File: config.mk
export PLATFORM = sky130hd
export DESIGN_NAME = rv_exec_core
export DESIGN_NICKNAME = d
export VERILOG_FILES = /design/src/hdl/rv_pkg.sv /design/src/hdl/rv_exec_core.sv /design/src/hdl/rv_commit_unit.sv /design/src/hdl/rv_alu.sv /design/src/hdl/rv_regfile.sv /design/src/hdl/rv_imm_gen.sv /design/src/hdl/rv_decoder.sv
export SDC_FILE = /design/constraint.sdc
export NUM_CORES = 2
export LEC_CHECK = 0
export BUFFER_PORTS_ARGS = -buffer_cell sky130_fd_sc_hd__buf_2
export CORE_UTILIZATION = 45
export DETAILED_ROUTE_END_ITERATION = 6
export HOLD_SLACK_MARGIN = 0.15
export PLACE_DENSITY_LB_ADDON = 0.3
export SYNTH_ARGS = -nofsm -noshare
export SYNTH_HDL_FRONTEND = slang
export SYNTH_SLANG_ARGS = --single-unit
File: constraint.sdc
create_clock -name clk_i -period 20.2 [get_ports clk_i]
set_input_delay 3.03 -clock clk_i [delete_from_list [all_inputs] [get_ports clk_i]]
set_output_delay 3.03 -clock clk_i [all_outputs]
set_load 0.02 [all_outputs]
File: src/hdl/rv_pkg.sv
package rv_pkg;

    // ========================================================================
    // word types
    // ========================================================================
    typedef logic [31:0] rv_word_t;     // data word or instruction
    typedef logic [31:0] rv_addr_t;     // program counter value
    typedef logic [4:0]  rv_reg_idx_t;  // x0 .. x31

    // base opcodes handled by the decoder
    localparam logic [6:0] OPC_OP_IMM = 7'b0010011;
    localparam logic [6:0] OPC_AUIPC  = 7'b0010111;
    localparam logic [6:0] OPC_OP     = 7'b0110011;
    localparam logic [6:0] OPC_LUI    = 7'b0110111;
    localparam logic [6:0] OPC_BRANCH = 7'b1100011;
    localparam logic [6:0] OPC_JALR   = 7'b1100111;
    localparam logic [6:0] OPC_JAL    = 7'b1101111;
    localparam logic [6:0] OPC_SYSTEM = 7'b1110011;

    // ========================================================================
    // control encodings
    // ========================================================================
    typedef enum logic [3:0] {
        ALU_ADD, ALU_SUB, ALU_SLL, ALU_SLT, ALU_SLTU,
        ALU_XOR, ALU_SRL, ALU_SRA, ALU_OR, ALU_AND
    } rv_alu_op_e;

    typedef enum logic [2:0] {
        IMM_NONE, IMM_I, IMM_S, IMM_B, IMM_U, IMM_J
    } rv_imm_kind_e;

    typedef enum logic [1:0] {
        WB_ALU,  // alu result
        WB_IMM,  // u immediate for lui
        WB_PC4   // link address
    } rv_wb_src_e;

    typedef enum logic [2:0] {
        BR_NONE, BR_EQ, BR_NE, BR_LT, BR_GE, BR_LTU, BR_GEU
    } rv_branch_e;

    typedef struct packed {
        rv_alu_op_e   alu_op;
        logic         op_a_pc;   // operand a is pc
        logic         op_b_imm;  // operand b is the immediate
        rv_imm_kind_e imm_kind;
        rv_branch_e   branch;
        logic         jal;
        logic         jalr;
        rv_wb_src_e   wb_src;
        logic         wb_en;
        logic         illegal;
    } rv_ctrl_t;

    typedef struct packed {
        logic        valid;
        rv_addr_t    pc;
        rv_addr_t    next_pc;
        rv_reg_idx_t rd;
        logic        wb_en;
        rv_word_t    wb_data;
        logic        illegal;
    } rv_retire_t;

endpackage
File: src/hdl/rv_exec_core.sv
`timescale 1ns/100ps

module rv_exec_core #(
    parameter rv_pkg::rv_addr_t RESET_PC = 32'h0000_0000
) (
    input  logic               clk_i,
    input  logic               rst_n_i,
    input  logic               instr_valid_i,
    input  rv_pkg::rv_word_t   instr_i,
    output rv_pkg::rv_retire_t retire_o
);

    rv_pkg::rv_ctrl_t    ctrl;
    rv_pkg::rv_word_t    imm;
    rv_pkg::rv_reg_idx_t rs1_idx;
    rv_pkg::rv_reg_idx_t rs2_idx;
    rv_pkg::rv_reg_idx_t rd_idx;
    rv_pkg::rv_word_t    rs1_data;
    rv_pkg::rv_word_t    rs2_data;
    rv_pkg::rv_word_t    op_a;
    rv_pkg::rv_word_t    op_b;
    rv_pkg::rv_word_t    alu_result;
    rv_pkg::rv_addr_t    pc;
    logic                wr_en;
    rv_pkg::rv_reg_idx_t wr_idx;
    rv_pkg::rv_word_t    wr_data;

    // ========================================================================
    // decode
    // ========================================================================
    assign rs1_idx = instr_i[19:15];
    assign rs2_idx = instr_i[24:20];
    assign rd_idx  = instr_i[11:7];

    rv_decoder u_rv_decoder (.instr_i(instr_i), .ctrl_o(ctrl));

    rv_imm_gen u_rv_imm_gen (.instr_i(instr_i), .imm_kind_i(ctrl.imm_kind), .imm_o(imm));

    rv_regfile u_rv_regfile (
        .clk_i     (clk_i),
        .rst_n_i   (rst_n_i),
        .rs1_idx_i (rs1_idx),
        .rs2_idx_i (rs2_idx),
        .rs1_data_o(rs1_data),
        .rs2_data_o(rs2_data),
        .wr_en_i   (wr_en),
        .wr_idx_i  (wr_idx),
        .wr_data_i (wr_data)
    );

    // ========================================================================
    // execute and commit
    // ========================================================================
    assign op_a = ctrl.op_a_pc  ? pc  : rs1_data;  // auipc uses pc
    assign op_b = ctrl.op_b_imm ? imm : rs2_data;

    rv_alu u_rv_alu (.op_i(ctrl.alu_op), .a_i(op_a), .b_i(op_b), .result_o(alu_result));

    rv_commit_unit #(.RESET_PC(RESET_PC)) u_rv_commit_unit (
        .clk_i        (clk_i),
        .rst_n_i      (rst_n_i),
        .instr_valid_i(instr_valid_i),
        .ctrl_i       (ctrl),
        .rd_i         (rd_idx),
        .imm_i        (imm),
        .alu_result_i (alu_result),
        .pc_o         (pc),
        .wr_en_o      (wr_en),
        .wr_idx_o     (wr_idx),
        .wr_data_o    (wr_data),
        .retire_o     (retire_o)
    );

endmodule

File: src/hdl/rv_commit_unit.sv
`timescale 1ns/100ps

module rv_commit_unit #(
    parameter rv_pkg::rv_addr_t RESET_PC = 32'h0000_0000
) (
    input  logic                clk_i,
    input  logic                rst_n_i,
    input  logic                instr_valid_i,
    input  rv_pkg::rv_ctrl_t    ctrl_i,
    input  rv_pkg::rv_reg_idx_t rd_i,
    input  rv_pkg::rv_word_t    imm_i,
    input  rv_pkg::rv_word_t    alu_result_i,
    output rv_pkg::rv_addr_t    pc_o,
    output logic                wr_en_o,
    output rv_pkg::rv_reg_idx_t wr_idx_o,
    output rv_pkg::rv_word_t    wr_data_o,
    output rv_pkg::rv_retire_t  retire_o
);

    rv_pkg::rv_addr_t   pc_q;
    rv_pkg::rv_addr_t   pc_plus4;
    rv_pkg::rv_addr_t   next_pc;
    rv_pkg::rv_word_t   wb_data;
    logic               wb_en;
    logic               taken;
    rv_pkg::rv_retire_t retire_q;

    assign pc_plus4 = pc_q + 32'd4;
    assign wb_en    = ctrl_i.wb_en & ~ctrl_i.illegal;

    always_comb begin
        case (ctrl_i.branch)
            rv_pkg::BR_EQ:                taken = (alu_result_i == '0);  // rs1 - rs2
            rv_pkg::BR_NE:                taken = (alu_result_i != '0);
            rv_pkg::BR_LT, rv_pkg::BR_LTU: taken = alu_result_i[0];      // slt result
            rv_pkg::BR_GE, rv_pkg::BR_GEU: taken = ~alu_result_i[0];
            default:                      taken = 1'b0;
        endcase
    end

    always_comb begin
        if (ctrl_i.jalr) begin
            next_pc = {alu_result_i[31:1], 1'b0};
        end else if (ctrl_i.jal || taken) begin
            next_pc = pc_q + imm_i;  // j or b immediate
        end else begin
            next_pc = pc_plus4;
        end
    end

    always_comb begin
        case (ctrl_i.wb_src)
            rv_pkg::WB_IMM: wb_data = imm_i;
            rv_pkg::WB_PC4: wb_data = pc_plus4;
            default:        wb_data = alu_result_i;
        endcase
    end

    assign wr_en_o   = instr_valid_i & wb_en;
    assign wr_idx_o  = rd_i;
    assign wr_data_o = wb_data;

    always_ff @(posedge clk_i or negedge rst_n_i) begin
        if (!rst_n_i) begin
            pc_q     <= RESET_PC;
            retire_q <= '0;
        end else begin
            retire_q.valid <= instr_valid_i;  // one-cycle pulse
            if (instr_valid_i) begin
                pc_q             <= next_pc;
                retire_q.pc      <= pc_q;
                retire_q.next_pc <= next_pc;
                retire_q.rd      <= rd_i;
                retire_q.wb_en   <= wb_en;
                retire_q.wb_data <= wb_data;
                retire_q.illegal <= ctrl_i.illegal;
            end
        end
    end

    assign pc_o     = pc_q;
    assign retire_o = retire_q;

endmodule

File: src/hdl/rv_alu.sv
`timescale 1ns/100ps

module rv_alu (
    input  rv_pkg::rv_alu_op_e op_i,
    input  rv_pkg::rv_word_t   a_i,
    input  rv_pkg::rv_word_t   b_i,
    output rv_pkg::rv_word_t   result_o
);

    logic [4:0] shamt;
    logic       lt_signed;
    logic       lt_unsigned;

    assign shamt       = b_i[4:0];  // rv32 shifts ignore upper bits
    assign lt_signed   = $signed(a_i) < $signed(b_i);
    assign lt_unsigned = a_i < b_i;

    // ========================================================================
    // operation select
    // ========================================================================
    always_comb begin
        case (op_i)
            rv_pkg::ALU_ADD:  result_o = a_i + b_i;
            rv_pkg::ALU_SUB:  result_o = a_i - b_i;       // zero test for beq/bne
            rv_pkg::ALU_SLL:  result_o = a_i << shamt;
            rv_pkg::ALU_SLT:  result_o = {31'b0, lt_signed};
            rv_pkg::ALU_SLTU: result_o = {31'b0, lt_unsigned};
            rv_pkg::ALU_XOR:  result_o = a_i ^ b_i;
            rv_pkg::ALU_SRL:  result_o = a_i >> shamt;
            rv_pkg::ALU_SRA:  result_o = $unsigned($signed(a_i) >>> shamt);
            rv_pkg::ALU_OR:   result_o = a_i | b_i;
            rv_pkg::ALU_AND:  result_o = a_i & b_i;
            default:          result_o = '0;
        endcase
    end

endmodule

File: src/hdl/rv_regfile.sv
`timescale 1ns/100ps

module rv_regfile (
    input  logic                clk_i,
    input  logic                rst_n_i,
    input  rv_pkg::rv_reg_idx_t rs1_idx_i,
    input  rv_pkg::rv_reg_idx_t rs2_idx_i,
    output rv_pkg::rv_word_t    rs1_data_o,
    output rv_pkg::rv_word_t    rs2_data_o,
    input  logic                wr_en_i,
    input  rv_pkg::rv_reg_idx_t wr_idx_i,
    input  rv_pkg::rv_word_t    wr_data_i
);

    rv_pkg::rv_word_t regs_q [1:31];  // x0 has no storage

    always_ff @(posedge clk_i or negedge rst_n_i) begin
        if (!rst_n_i) begin
            for (int i = 1; i < 32; i++) begin
                regs_q[i] <= '0;
            end
        end else if (wr_en_i && (wr_idx_i != '0)) begin
            regs_q[wr_idx_i] <= wr_data_i;
        end
    end

    // read ports see the old value until the edge
    assign rs1_data_o = (rs1_idx_i == '0) ? '0 : regs_q[rs1_idx_i];
    assign rs2_data_o = (rs2_idx_i == '0) ? '0 : regs_q[rs2_idx_i];

endmodule

File: src/hdl/rv_imm_gen.sv
`timescale 1ns/100ps

module rv_imm_gen (
    input  rv_pkg::rv_word_t     instr_i,
    input  rv_pkg::rv_imm_kind_e imm_kind_i,
    output rv_pkg::rv_word_t     imm_o
);

    rv_pkg::rv_word_t imm_i_fmt;
    rv_pkg::rv_word_t imm_s_fmt;
    rv_pkg::rv_word_t imm_b_fmt;
    rv_pkg::rv_word_t imm_u_fmt;
    rv_pkg::rv_word_t imm_j_fmt;

    assign imm_i_fmt = {{20{instr_i[31]}}, instr_i[31:20]};
    assign imm_s_fmt = {{20{instr_i[31]}}, instr_i[31:25], instr_i[11:7]};
    assign imm_b_fmt = {{19{instr_i[31]}}, instr_i[31], instr_i[7],
                        instr_i[30:25], instr_i[11:8], 1'b0};  // 2-byte aligned
    assign imm_u_fmt = {instr_i[31:12], 12'b0};
    assign imm_j_fmt = {{11{instr_i[31]}}, instr_i[31], instr_i[19:12],
                        instr_i[20], instr_i[30:21], 1'b0};

    always_comb begin
        case (imm_kind_i)
            rv_pkg::IMM_I: imm_o = imm_i_fmt;
            rv_pkg::IMM_S: imm_o = imm_s_fmt;
            rv_pkg::IMM_B: imm_o = imm_b_fmt;
            rv_pkg::IMM_U: imm_o = imm_u_fmt;
            rv_pkg::IMM_J: imm_o = imm_j_fmt;
            default:       imm_o = '0;  // register-only formats
        endcase
    end

endmodule

File: src/hdl/rv_decoder.sv
`timescale 1ns/100ps

module rv_decoder (
    input  rv_pkg::rv_word_t instr_i,
    output rv_pkg::rv_ctrl_t ctrl_o
);

    logic [6:0] opcode;
    logic [2:0] funct3;
    logic       bit30;  // selects sub and arithmetic shifts
    logic       bit25;  // M extension marker on OP

    assign opcode = instr_i[6:0];
    assign funct3 = instr_i[14:12];
    assign bit30  = instr_i[30];
    assign bit25  = instr_i[25];

    always_comb begin
        ctrl_o.alu_op   = rv_pkg::ALU_ADD;
        ctrl_o.op_a_pc  = 1'b0;   // rs1
        ctrl_o.op_b_imm = 1'b1;   // immediate
        ctrl_o.imm_kind = rv_pkg::IMM_NONE;
        ctrl_o.branch   = rv_pkg::BR_NONE;
        ctrl_o.jal      = 1'b0;
        ctrl_o.jalr     = 1'b0;
        ctrl_o.wb_src   = rv_pkg::WB_ALU;
        ctrl_o.wb_en    = 1'b0;
        ctrl_o.illegal  = 1'b0;
        case (opcode)
            rv_pkg::OPC_OP_IMM: begin
                ctrl_o.imm_kind = rv_pkg::IMM_I;
                ctrl_o.wb_en    = 1'b1;
                case (funct3)
                    3'b000: ctrl_o.alu_op = rv_pkg::ALU_ADD;   // addi
                    3'b001: ctrl_o.alu_op = rv_pkg::ALU_SLL;   // slli
                    3'b010: ctrl_o.alu_op = rv_pkg::ALU_SLT;   // slti
                    3'b011: ctrl_o.alu_op = rv_pkg::ALU_SLTU;  // sltiu
                    3'b100: ctrl_o.alu_op = rv_pkg::ALU_XOR;   // xori
                    3'b101: ctrl_o.alu_op = bit30 ? rv_pkg::ALU_SRA : rv_pkg::ALU_SRL;
                    3'b110: ctrl_o.alu_op = rv_pkg::ALU_OR;    // ori
                    3'b111: ctrl_o.alu_op = rv_pkg::ALU_AND;   // andi
                endcase
            end
            rv_pkg::OPC_OP: begin
                ctrl_o.op_b_imm = 1'b0;
                ctrl_o.wb_en    = 1'b1;
                ctrl_o.illegal  = bit25;  // mul/div not supported
                case (funct3)
                    3'b000: ctrl_o.alu_op = bit30 ? rv_pkg::ALU_SUB : rv_pkg::ALU_ADD;
                    3'b001: ctrl_o.alu_op = rv_pkg::ALU_SLL;
                    3'b010: ctrl_o.alu_op = rv_pkg::ALU_SLT;
                    3'b011: ctrl_o.alu_op = rv_pkg::ALU_SLTU;
                    3'b100: ctrl_o.alu_op = rv_pkg::ALU_XOR;
                    3'b101: ctrl_o.alu_op = bit30 ? rv_pkg::ALU_SRA : rv_pkg::ALU_SRL;
                    3'b110: ctrl_o.alu_op = rv_pkg::ALU_OR;
                    3'b111: ctrl_o.alu_op = rv_pkg::ALU_AND;
                endcase
            end
            rv_pkg::OPC_AUIPC: begin
                ctrl_o.imm_kind = rv_pkg::IMM_U;
                ctrl_o.op_a_pc  = 1'b1;  // pc + imm
                ctrl_o.wb_en    = 1'b1;
            end
            rv_pkg::OPC_LUI: begin
                ctrl_o.imm_kind = rv_pkg::IMM_U;
                ctrl_o.wb_src   = rv_pkg::WB_IMM;
                ctrl_o.wb_en    = 1'b1;
            end
            rv_pkg::OPC_BRANCH: begin
                ctrl_o.imm_kind = rv_pkg::IMM_B;
                ctrl_o.op_b_imm = 1'b0;  // compare rs1 with rs2
                case (funct3)
                    3'b000: begin
                        ctrl_o.alu_op = rv_pkg::ALU_SUB;
                        ctrl_o.branch = rv_pkg::BR_EQ;
                    end
                    3'b001: begin
                        ctrl_o.alu_op = rv_pkg::ALU_SUB;
                        ctrl_o.branch = rv_pkg::BR_NE;
                    end
                    3'b100: begin
                        ctrl_o.alu_op = rv_pkg::ALU_SLT;
                        ctrl_o.branch = rv_pkg::BR_LT;
                    end
                    3'b101: begin
                        ctrl_o.alu_op = rv_pkg::ALU_SLT;
                        ctrl_o.branch = rv_pkg::BR_GE;
                    end
                    3'b110: begin
                        ctrl_o.alu_op = rv_pkg::ALU_SLTU;
                        ctrl_o.branch = rv_pkg::BR_LTU;
                    end
                    3'b111: begin
                        ctrl_o.alu_op = rv_pkg::ALU_SLTU;
                        ctrl_o.branch = rv_pkg::BR_GEU;
                    end
                    default: ctrl_o.illegal = 1'b1;
                endcase
            end
            rv_pkg::OPC_JALR: begin
                ctrl_o.imm_kind = rv_pkg::IMM_I;  // target is rs1 + imm
                ctrl_o.jalr     = 1'b1;
                ctrl_o.wb_src   = rv_pkg::WB_PC4;
                ctrl_o.wb_en    = 1'b1;
            end
            rv_pkg::OPC_JAL: begin
                ctrl_o.imm_kind = rv_pkg::IMM_J;
                ctrl_o.jal      = 1'b1;
                ctrl_o.wb_src   = rv_pkg::WB_PC4;
                ctrl_o.wb_en    = 1'b1;
            end
            rv_pkg::OPC_SYSTEM: ctrl_o.illegal = 1'b1;  // no csr, ecall or mret here
            default:            ctrl_o.illegal = 1'b1;  // loads, stores, unknown
        endcase
    end

endmodule

# Word level (Yosys, flattened, before mapping)
# Index checks and enable logic that the tools add are counted.
[totals]
register_bits = 1096
inputBits = 35
n_memories = 0
ram_bits = 0
wordCells = 154
latch_bits = 0
rom_bits = 0
output_inout_bits = 104
[op_classes]
div = 0
bitwise_logic = 10
eq_ne = 36
magnitude_cmp = 6
n_addsub = 4
multipliers = 0
n_reduce_logical = 22
shift = 3
muxes = 35
[ops]
columns = ["op", "count"]
rows = [
  ["$bwmux 992", 1],
  ["$mux 32", 11],
  ["$bmux 32 s5", 2],
  ["$pmux 32 s10", 1],
  ["$demux 32 s5", 1],
  ["$pmux 32 s5", 1],
  ["$add 32x32->32", 2],
  ["$lt 32x32->1", 2],
  ["$pmux 32 s2", 1],
  ["$pmux 4 s8", 2],
  ["$add 32x3->32 const B", 1],
  ["$and 32x32->32", 1],
  ["$logic_not 32->1", 1],
  ["$or 32x32->32", 1],
  ["$reduce_bool 32->1", 1],
  ["$shl 32x5->32", 1],
  ["$shr 32x5->32", 1],
  ["$sshr 32x5->32", 1],
  ["$sub 32x32->32", 1],
  ["$xor 32x32->32", 1],
  ["$eq 3x3->1 const B", 9],
  ["$eq 7x7->1 const B", 3],
  ["$eq 3x2->1 const B", 6],
  ["$ge 6x6->1 const B", 3],
  ["31 further kinds", 61],
]

# Depth between registers and ports, before layout
[logic_depth]
depth_word = 13
ltp_mapped = 35
ltp_nobuf = 26

# Hierarchy
# A second synthesis with hierarchy kept.
[hier_totals]
hier_cells = 5904
area_unflattened_um2 = 71179.5
[modules_own_cells]
columns = ["mod", "seq_area_each_um2", "area_per_inst_um2", "cells_each", "n_inst"]
rows = [
  ["rv_regfile", 24823.8, 53491.3, 3612, 1],
  ["rv_alu", 0.0, 8300.5, 1276, 1],
  ["rv_commit_unit", 2602.5, 7589.8, 826, 1],
  ["rv_exec_core", 0.0, 1088.5, 72, 1],
  ["rv_imm_gen", 0.0, 390.4, 66, 1],
  ["rv_decoder", 0.0, 319.1, 52, 1],
]

# Worst setup path after synthesis
# No wires, ideal clock.
[synth_timing]
path_kind = "input port to flip-flop"
startpoint = "in instr_i[20]"
endpoint = "reg u_rv_commit_unit.pc_q[26] (netlist: u_rv_commit_unit.pc_o[26])"
setup_ps = 123
stages = 33
arrival_ps = 11169
slack_ps = 8908
t_required_ps = 20077
cell_sequence = "buf_6 > buf_6 > buf_6 > buf_6 > buf_4 > buf_1 > buf_1 > buf_1 > buf_1 > mux4_2 > nand2_1 > nand3_1 > o2111ai_1 > nand2_1 > ha_1 > clkbuf_1 > inv_1 > o21ai_0 > and3_1 > a311o_1 > a31oi_1 > o21ai_0 > a221oi_1 > o21ai_0 > a21o_1 > a2111o_1 > or4_1 > nor4_2 > nand4_1 > o211a_1 > buf_6 > mux2_1 > o221a_1"
[synth_between]
elab_chain_len = 13
elab_cells_between_ends = 27
classes_between = "add/sub (3); order compare (2); shift (3); mux (10); bitwise (5); reduce/logical (4)"
[synth_lines]
columns = ["item", "line_no", "text"]
rows = [
  ["from (decl)", "rv_exec_core.sv:9", "input rv_pkg::rv_word_t instr_i,"],
  ["$not 5->6 (not written as such)", "rv_regfile.sv:29", "assign rs2_data_o = (rs2_idx_i == '0) ? '0 : regs_q[rs2_idx_i];"],
  ["$bmux 32 s5", "rv_regfile.sv:29", ""],
  ["$mux 32 (not written as such) (2 in a row)", "rv_regfile.sv:29", ""],
  ["$mux 32", "rv_regfile.sv:29", ""],
  ["$mux 32", "rv_exec_core.sv:55", "assign op_b = ctrl.op_b_imm ? imm : rs2_data;"],
  ["$sub 32x32->32, or another cell as far along", "rv_alu.sv:24", "rv_pkg::ALU_SUB: result_o = a_i - b_i;"],
  ["$pmux 32 s10", "rv_alu.sv:22", "case (op_i)"],
  ["$reduce_bool 32->1, or another cell as far along", "rv_commit_unit.sv:34", "rv_pkg::BR_NE: taken = (alu_result_i != '0);"],
  ["$pmux 1 s4", "rv_commit_unit.sv:32", "case (ctrl_i.branch)"],
  ["$logic_or 1x1->1", "rv_commit_unit.sv:44", "end else if (ctrl_i.jal || taken) begin"],
  ["$mux 32", "rv_commit_unit.sv:44", ""],
  ["$mux 32 *", "rv_commit_unit.sv:42", "if (ctrl_i.jalr) begin"],
  ["to (signal assigned)", "rv_commit_unit.sv:70", "pc_q <= next_pc;"],
  ["to (decl)", "rv_commit_unit.sv:20", "rv_pkg::rv_addr_t pc_q;"],
]
# Mark *: on every way between the ends. The rest lies on a longest branch, timed or not. The select of a mux whose other input is x is not followed.
# A chain may end at the register's enable or synchronous reset.

# Worst setup path after layout
[layout_timing]
startpoint = "in instr_i[21]"
endpoint = "reg u_rv_commit_unit.pc_q[26] (netlist: u_rv_commit_unit.pc_o[26])"
# Same word-level chain as after synthesis.

==> flow_metrics.env <==
export IMPL_startpoint_type="input pin"
export IMPL_dieHeight_microns=392
export IMPL_switching_share=0.303
export IMPL_timing_slew_headroom=0.0169
export IMPL_leakagePower_nw=31.5
export IMPL_synth_edf_count=0
export IMPL_cts_tree="built"
export IMPL_synth_top_area_cell="dfrtp_1"
export IMPL_critical_path_class="in -> reg"
export IMPL_place_hpwl_microns=206000
export IMPL_grt_total_usage=0.397
export IMPL_routedWlPerCell_microns=34.0
export IMPL_yosys_most_used_dff="dfrtp_1"
export IMPL_io_buffers=138
export IMPL_tightest_slew_ns=1.46
export IMPL_holdBufCountCts=0
export IMPL_endpoint_kind="register"
export IMPL_setup_viol=0
export IMPL_crit_required_ns=20.82
export IMPL_drt_iter0_drc=9121
export IMPL_drv_slew=0
export IMPL_path_max_fanout=95
export IMPL_start_util=0.455
export IMPL_grt_overflow_total=0
export IMPL_die_area_sq_um=154000
export IMPL_vias_per_cell=6.94
export IMPL_fmax_ghz=0.0793
export IMPL_hp_class="reg -> reg"
export IMPL_wl_microns=307000
export IMPL_hold_viol=0
export IMPL_status="finished, final reports clean"
export IMPL_syn_cell_area_sq_um=68500
export IMPL_p_clk_frac=0.408
export IMPL_netlist_top_cells_area="dfrtp_1, mux4_2, o21ai_0"
export IMPL_syn_inst=7134
export IMPL_drcViolationCount=0
export IMPL_post_cts_buffers=0
export IMPL_fp_dieW_microns=392
export IMPL_cts_root_buffer="clkbuf_16"
export IMPL_finalCritPeriodShare=0.624
export IMPL_power_switching_mw=1.61
export IMPL_row_count=142
export IMPL_ys_seq_area_frac=0.401
export IMPL_syn_num_nets=7307
export IMPL_clkSinkCount=1096
export IMPL_grt_pass1_wl_microns=438000
export IMPL_nFillCells=13802
export IMPL_combinationalPowerShare=0.153
export IMPL_cap_violations=0
export IMPL_critical_path_max_stage_delay_ns=0.83
export IMPL_grt_pass1_vias=59481
export IMPL_ant_nets=0
export IMPL_clk_pin_slew_worst_paths_ns=0.06
export IMPL_p_seq_frac=0.439
export IMPL_nets=7091
export IMPL_hold_worst_slack_ns=0.481
export IMPL_place_gp_congestion=1.12
export IMPL_cts_max_level=3
export IMPL_ys_seq_elements=1096
export IMPL_yosys_cell_types_count=109
export IMPL_period_needed_ns=12.60
export IMPL_io_pins=139
export IMPL_ys_warn_count=0
export IMPL_area_growth_pct=8.97
export IMPL_cts_buffers=115
export IMPL_cts_resized=0
export IMPL_coreArea_sq_um=150000
export IMPL_cts_path_max_buffers=3
export IMPL_utilization=0.496
export IMPL_ys_async_sr_fraction=1.00
export IMPL_fin_ws_ns=7.60
export IMPL_critPathSlowestCell="or3_1"
export IMPL_finalClockSkew_ns=0.0750
export IMPL_critPathArrivalTime_ns=13.23
export IMPL_pre_cts_ws_ns=7.25
export IMPL_grt_max_degree=181
export IMPL_synth_area_per_cell_sq_um=9.60
export IMPL_rsz0062_at_grt="no"
export IMPL_vias=62687
export IMPL_antenna_found_initial=31
export IMPL_drive_gt1_frac=0.170
export IMPL_multiInputGateArea_sq_um=38200
export IMPL_pwr_density_cell_nw_per_um2=71.3
export IMPL_intPower_mw=3.70
export IMPL_finalSetupTns_ns=0
export IMPL_regArea_sq_um=27400
export IMPL_synth_top_area_frac=0.401
export IMPL_peakVddDrop_uv=80.3
export IMPL_firstDrtPassIters=6
export IMPL_clock_latency_ns=0.79
-- layout by cell type, fill, tap and decap left out, types with 22 or more instances in the layout --
cell type,Yosys,layout
a211oi_1,42,42
a21o_1,70,70
a21oi_1,210,193
a221oi_1,84,84
a22o_1,22,22
a22oi_1,82,82
a31oi_1,38,37
and3_1,44,44
buf_2,89,130
buf_4,16,178
clkbuf_1,474,25
clkbuf_16,0,116
clkbuf_8,0,22
dfrtp_1,1096,1096
ha_1,135,134
inv_1,111,111
mux2_2,117,117
mux2i_1,192,192
mux4_2,439,439
nand2_1,1432,1401
nand2b_1,23,23
nand3_1,107,107
nand4_1,26,26
nor2_1,242,236
nor2b_1,25,23
nor3_1,96,90
nor4_1,30,29
o2111ai_1,23,22
o211ai_1,64,64
o21ai_0,1208,1206
o221ai_1,24,24
o22ai_1,52,52
xnor2_1,48,48
-- flip-flops by register name, indices dropped and copies added, names as in the netlist --
name                       flops
u_rv_commit_unit.pc_o         32
u_rv_commit_unit.retire_o     72
u_rv_regfile.regs_q          992
-- power by group through the flow --
stage	clock network [mW]	logic (mW)	registers (mW)
floorplan	0	0.411	2.37
global placement	0	0.779	2.36
detailed placement	0	0.783	2.37
CTS	2.18	0.786	2.33
global route	2.27	0.849	2.34
finish	2.17	0.816	2.33
-- area by class of cell --
type | count | area share
timing repair buffer | 319 | 0.0291
inverter | 126 | 0.00647
clock inverter | 37 | 0.00634
multi-input combinational | 5260 | 0.512
tap | 2016 | 0.0338
antenna | 13 | 0.000436
clock buffer | 163 | 0.0442
sequential | 1096 | 0.368
-- critical path, delay by kind of cell --
kind / cells / cell delay [ns]
XOR/XNOR: 1 / 0.16
multiplexers: 1 / 0.38
AO/OA/AOI/OAI: 10 / 3.45
adder cells (fa/ha/maj): 1 / 0.29
AND/OR/NAND/NOR: 10 / 3.82
buffers and inverters: 3 / 1.79
-- stage by stage --
| step | instance area (sq um) | total power [mW] | std cells |
|---|---|---|---|
| 2_1_floorplan | 68500 | 2.78 | 7134 |
| 3_3_place_gp | 70800 | 3.14 | 8817 |
| 3_5_place_dp | 70800 | 3.15 | 8817 |
| 4_1_cts | 74600 | 5.30 | 9017 |
| 5_1_grt | 74600 | 5.45 | 9018 |
| 6_report | 74600 | 5.32 | 9030 |
-- routing by layer --
metal / GRT usage / up-vias / wire length (microns)
li1: - / 25770 / -
met1: 0.520 / 31269 / 115000
met2: 0.560 / 4522 / 127000
met3: 0.147 / 1096 / 42300
met4: 0.231 / 30 / 21400
met5: 0 / - / 445
-- logic make-up (layout without fill, tap and decap cells) --
family	after synthesis	after routing	synth area share
other	0	13	0
adders and majority gates	138	138	0.0255
AOI/OAI and AO/OA	2180	2180	0.194
muxes	755	755	0.193
buffers and inverters	778	645	0.0472
xor gates and xnor gates	66	66	0.00844
and+or+nand+nor	2121	2121	0.131
DFF	1096	1096	0.401
-- cells in the mapped netlist, types with 16 or more instances --
library cell  number
buf_4             16
buf_1             55
a31oi_1           38
buf_6             18
clkbuf_1         474
mux2_2           117
mux2i_1          192
nand2b_1          23
a22oi_1           82
ha_1             135
and2_1            21
a2111oi_0         16
o22ai_1           52
xor2_1            18
nor2b_1           25
or3_1             20
nor4_1            30
o21ai_0         1208
a21o_1            70
and3_1            44
buf_2             89
o31ai_1           21
o2111ai_1         23
xnor2_1           48
a221oi_1          84
a21oi_1          210
nand4_1           26
o221ai_1          24
a22o_1            22
dfrtp_1         1096
nor2_1           242
inv_1            111
a32o_1            16
nand2_1         1432
o211ai_1          64
mux4_2           439
nor3_1            96
nand3_1          107
a211oi_1          42
-- path summary, 6_finish.rpt --
path	start	endpoint	slack, ns	depth (start not counted)
setup / recovery	instr_i[21]	u_rv_commit_unit.pc_o[26]	7.60	26
hold / removal	u_rv_commit_unit.retire_o[26]	u_rv_commit_unit.retire_o[26]	0.48	2
setup reg to reg	u_rv_regfile.regs_q[131]	u_rv_commit_unit.pc_o[26]	10.94	21
hold reg to reg	u_rv_commit_unit.retire_o[26]	u_rv_commit_unit.retire_o[26]	0.48	2
max in group asynchronous	rst_n_i	u_rv_regfile.regs_q[402]	13.81	5
min in group asynchronous	rst_n_i	u_rv_commit_unit.retire_o[8]	2.36	1
No activity file was read; power rests on OpenSTA's default activity.
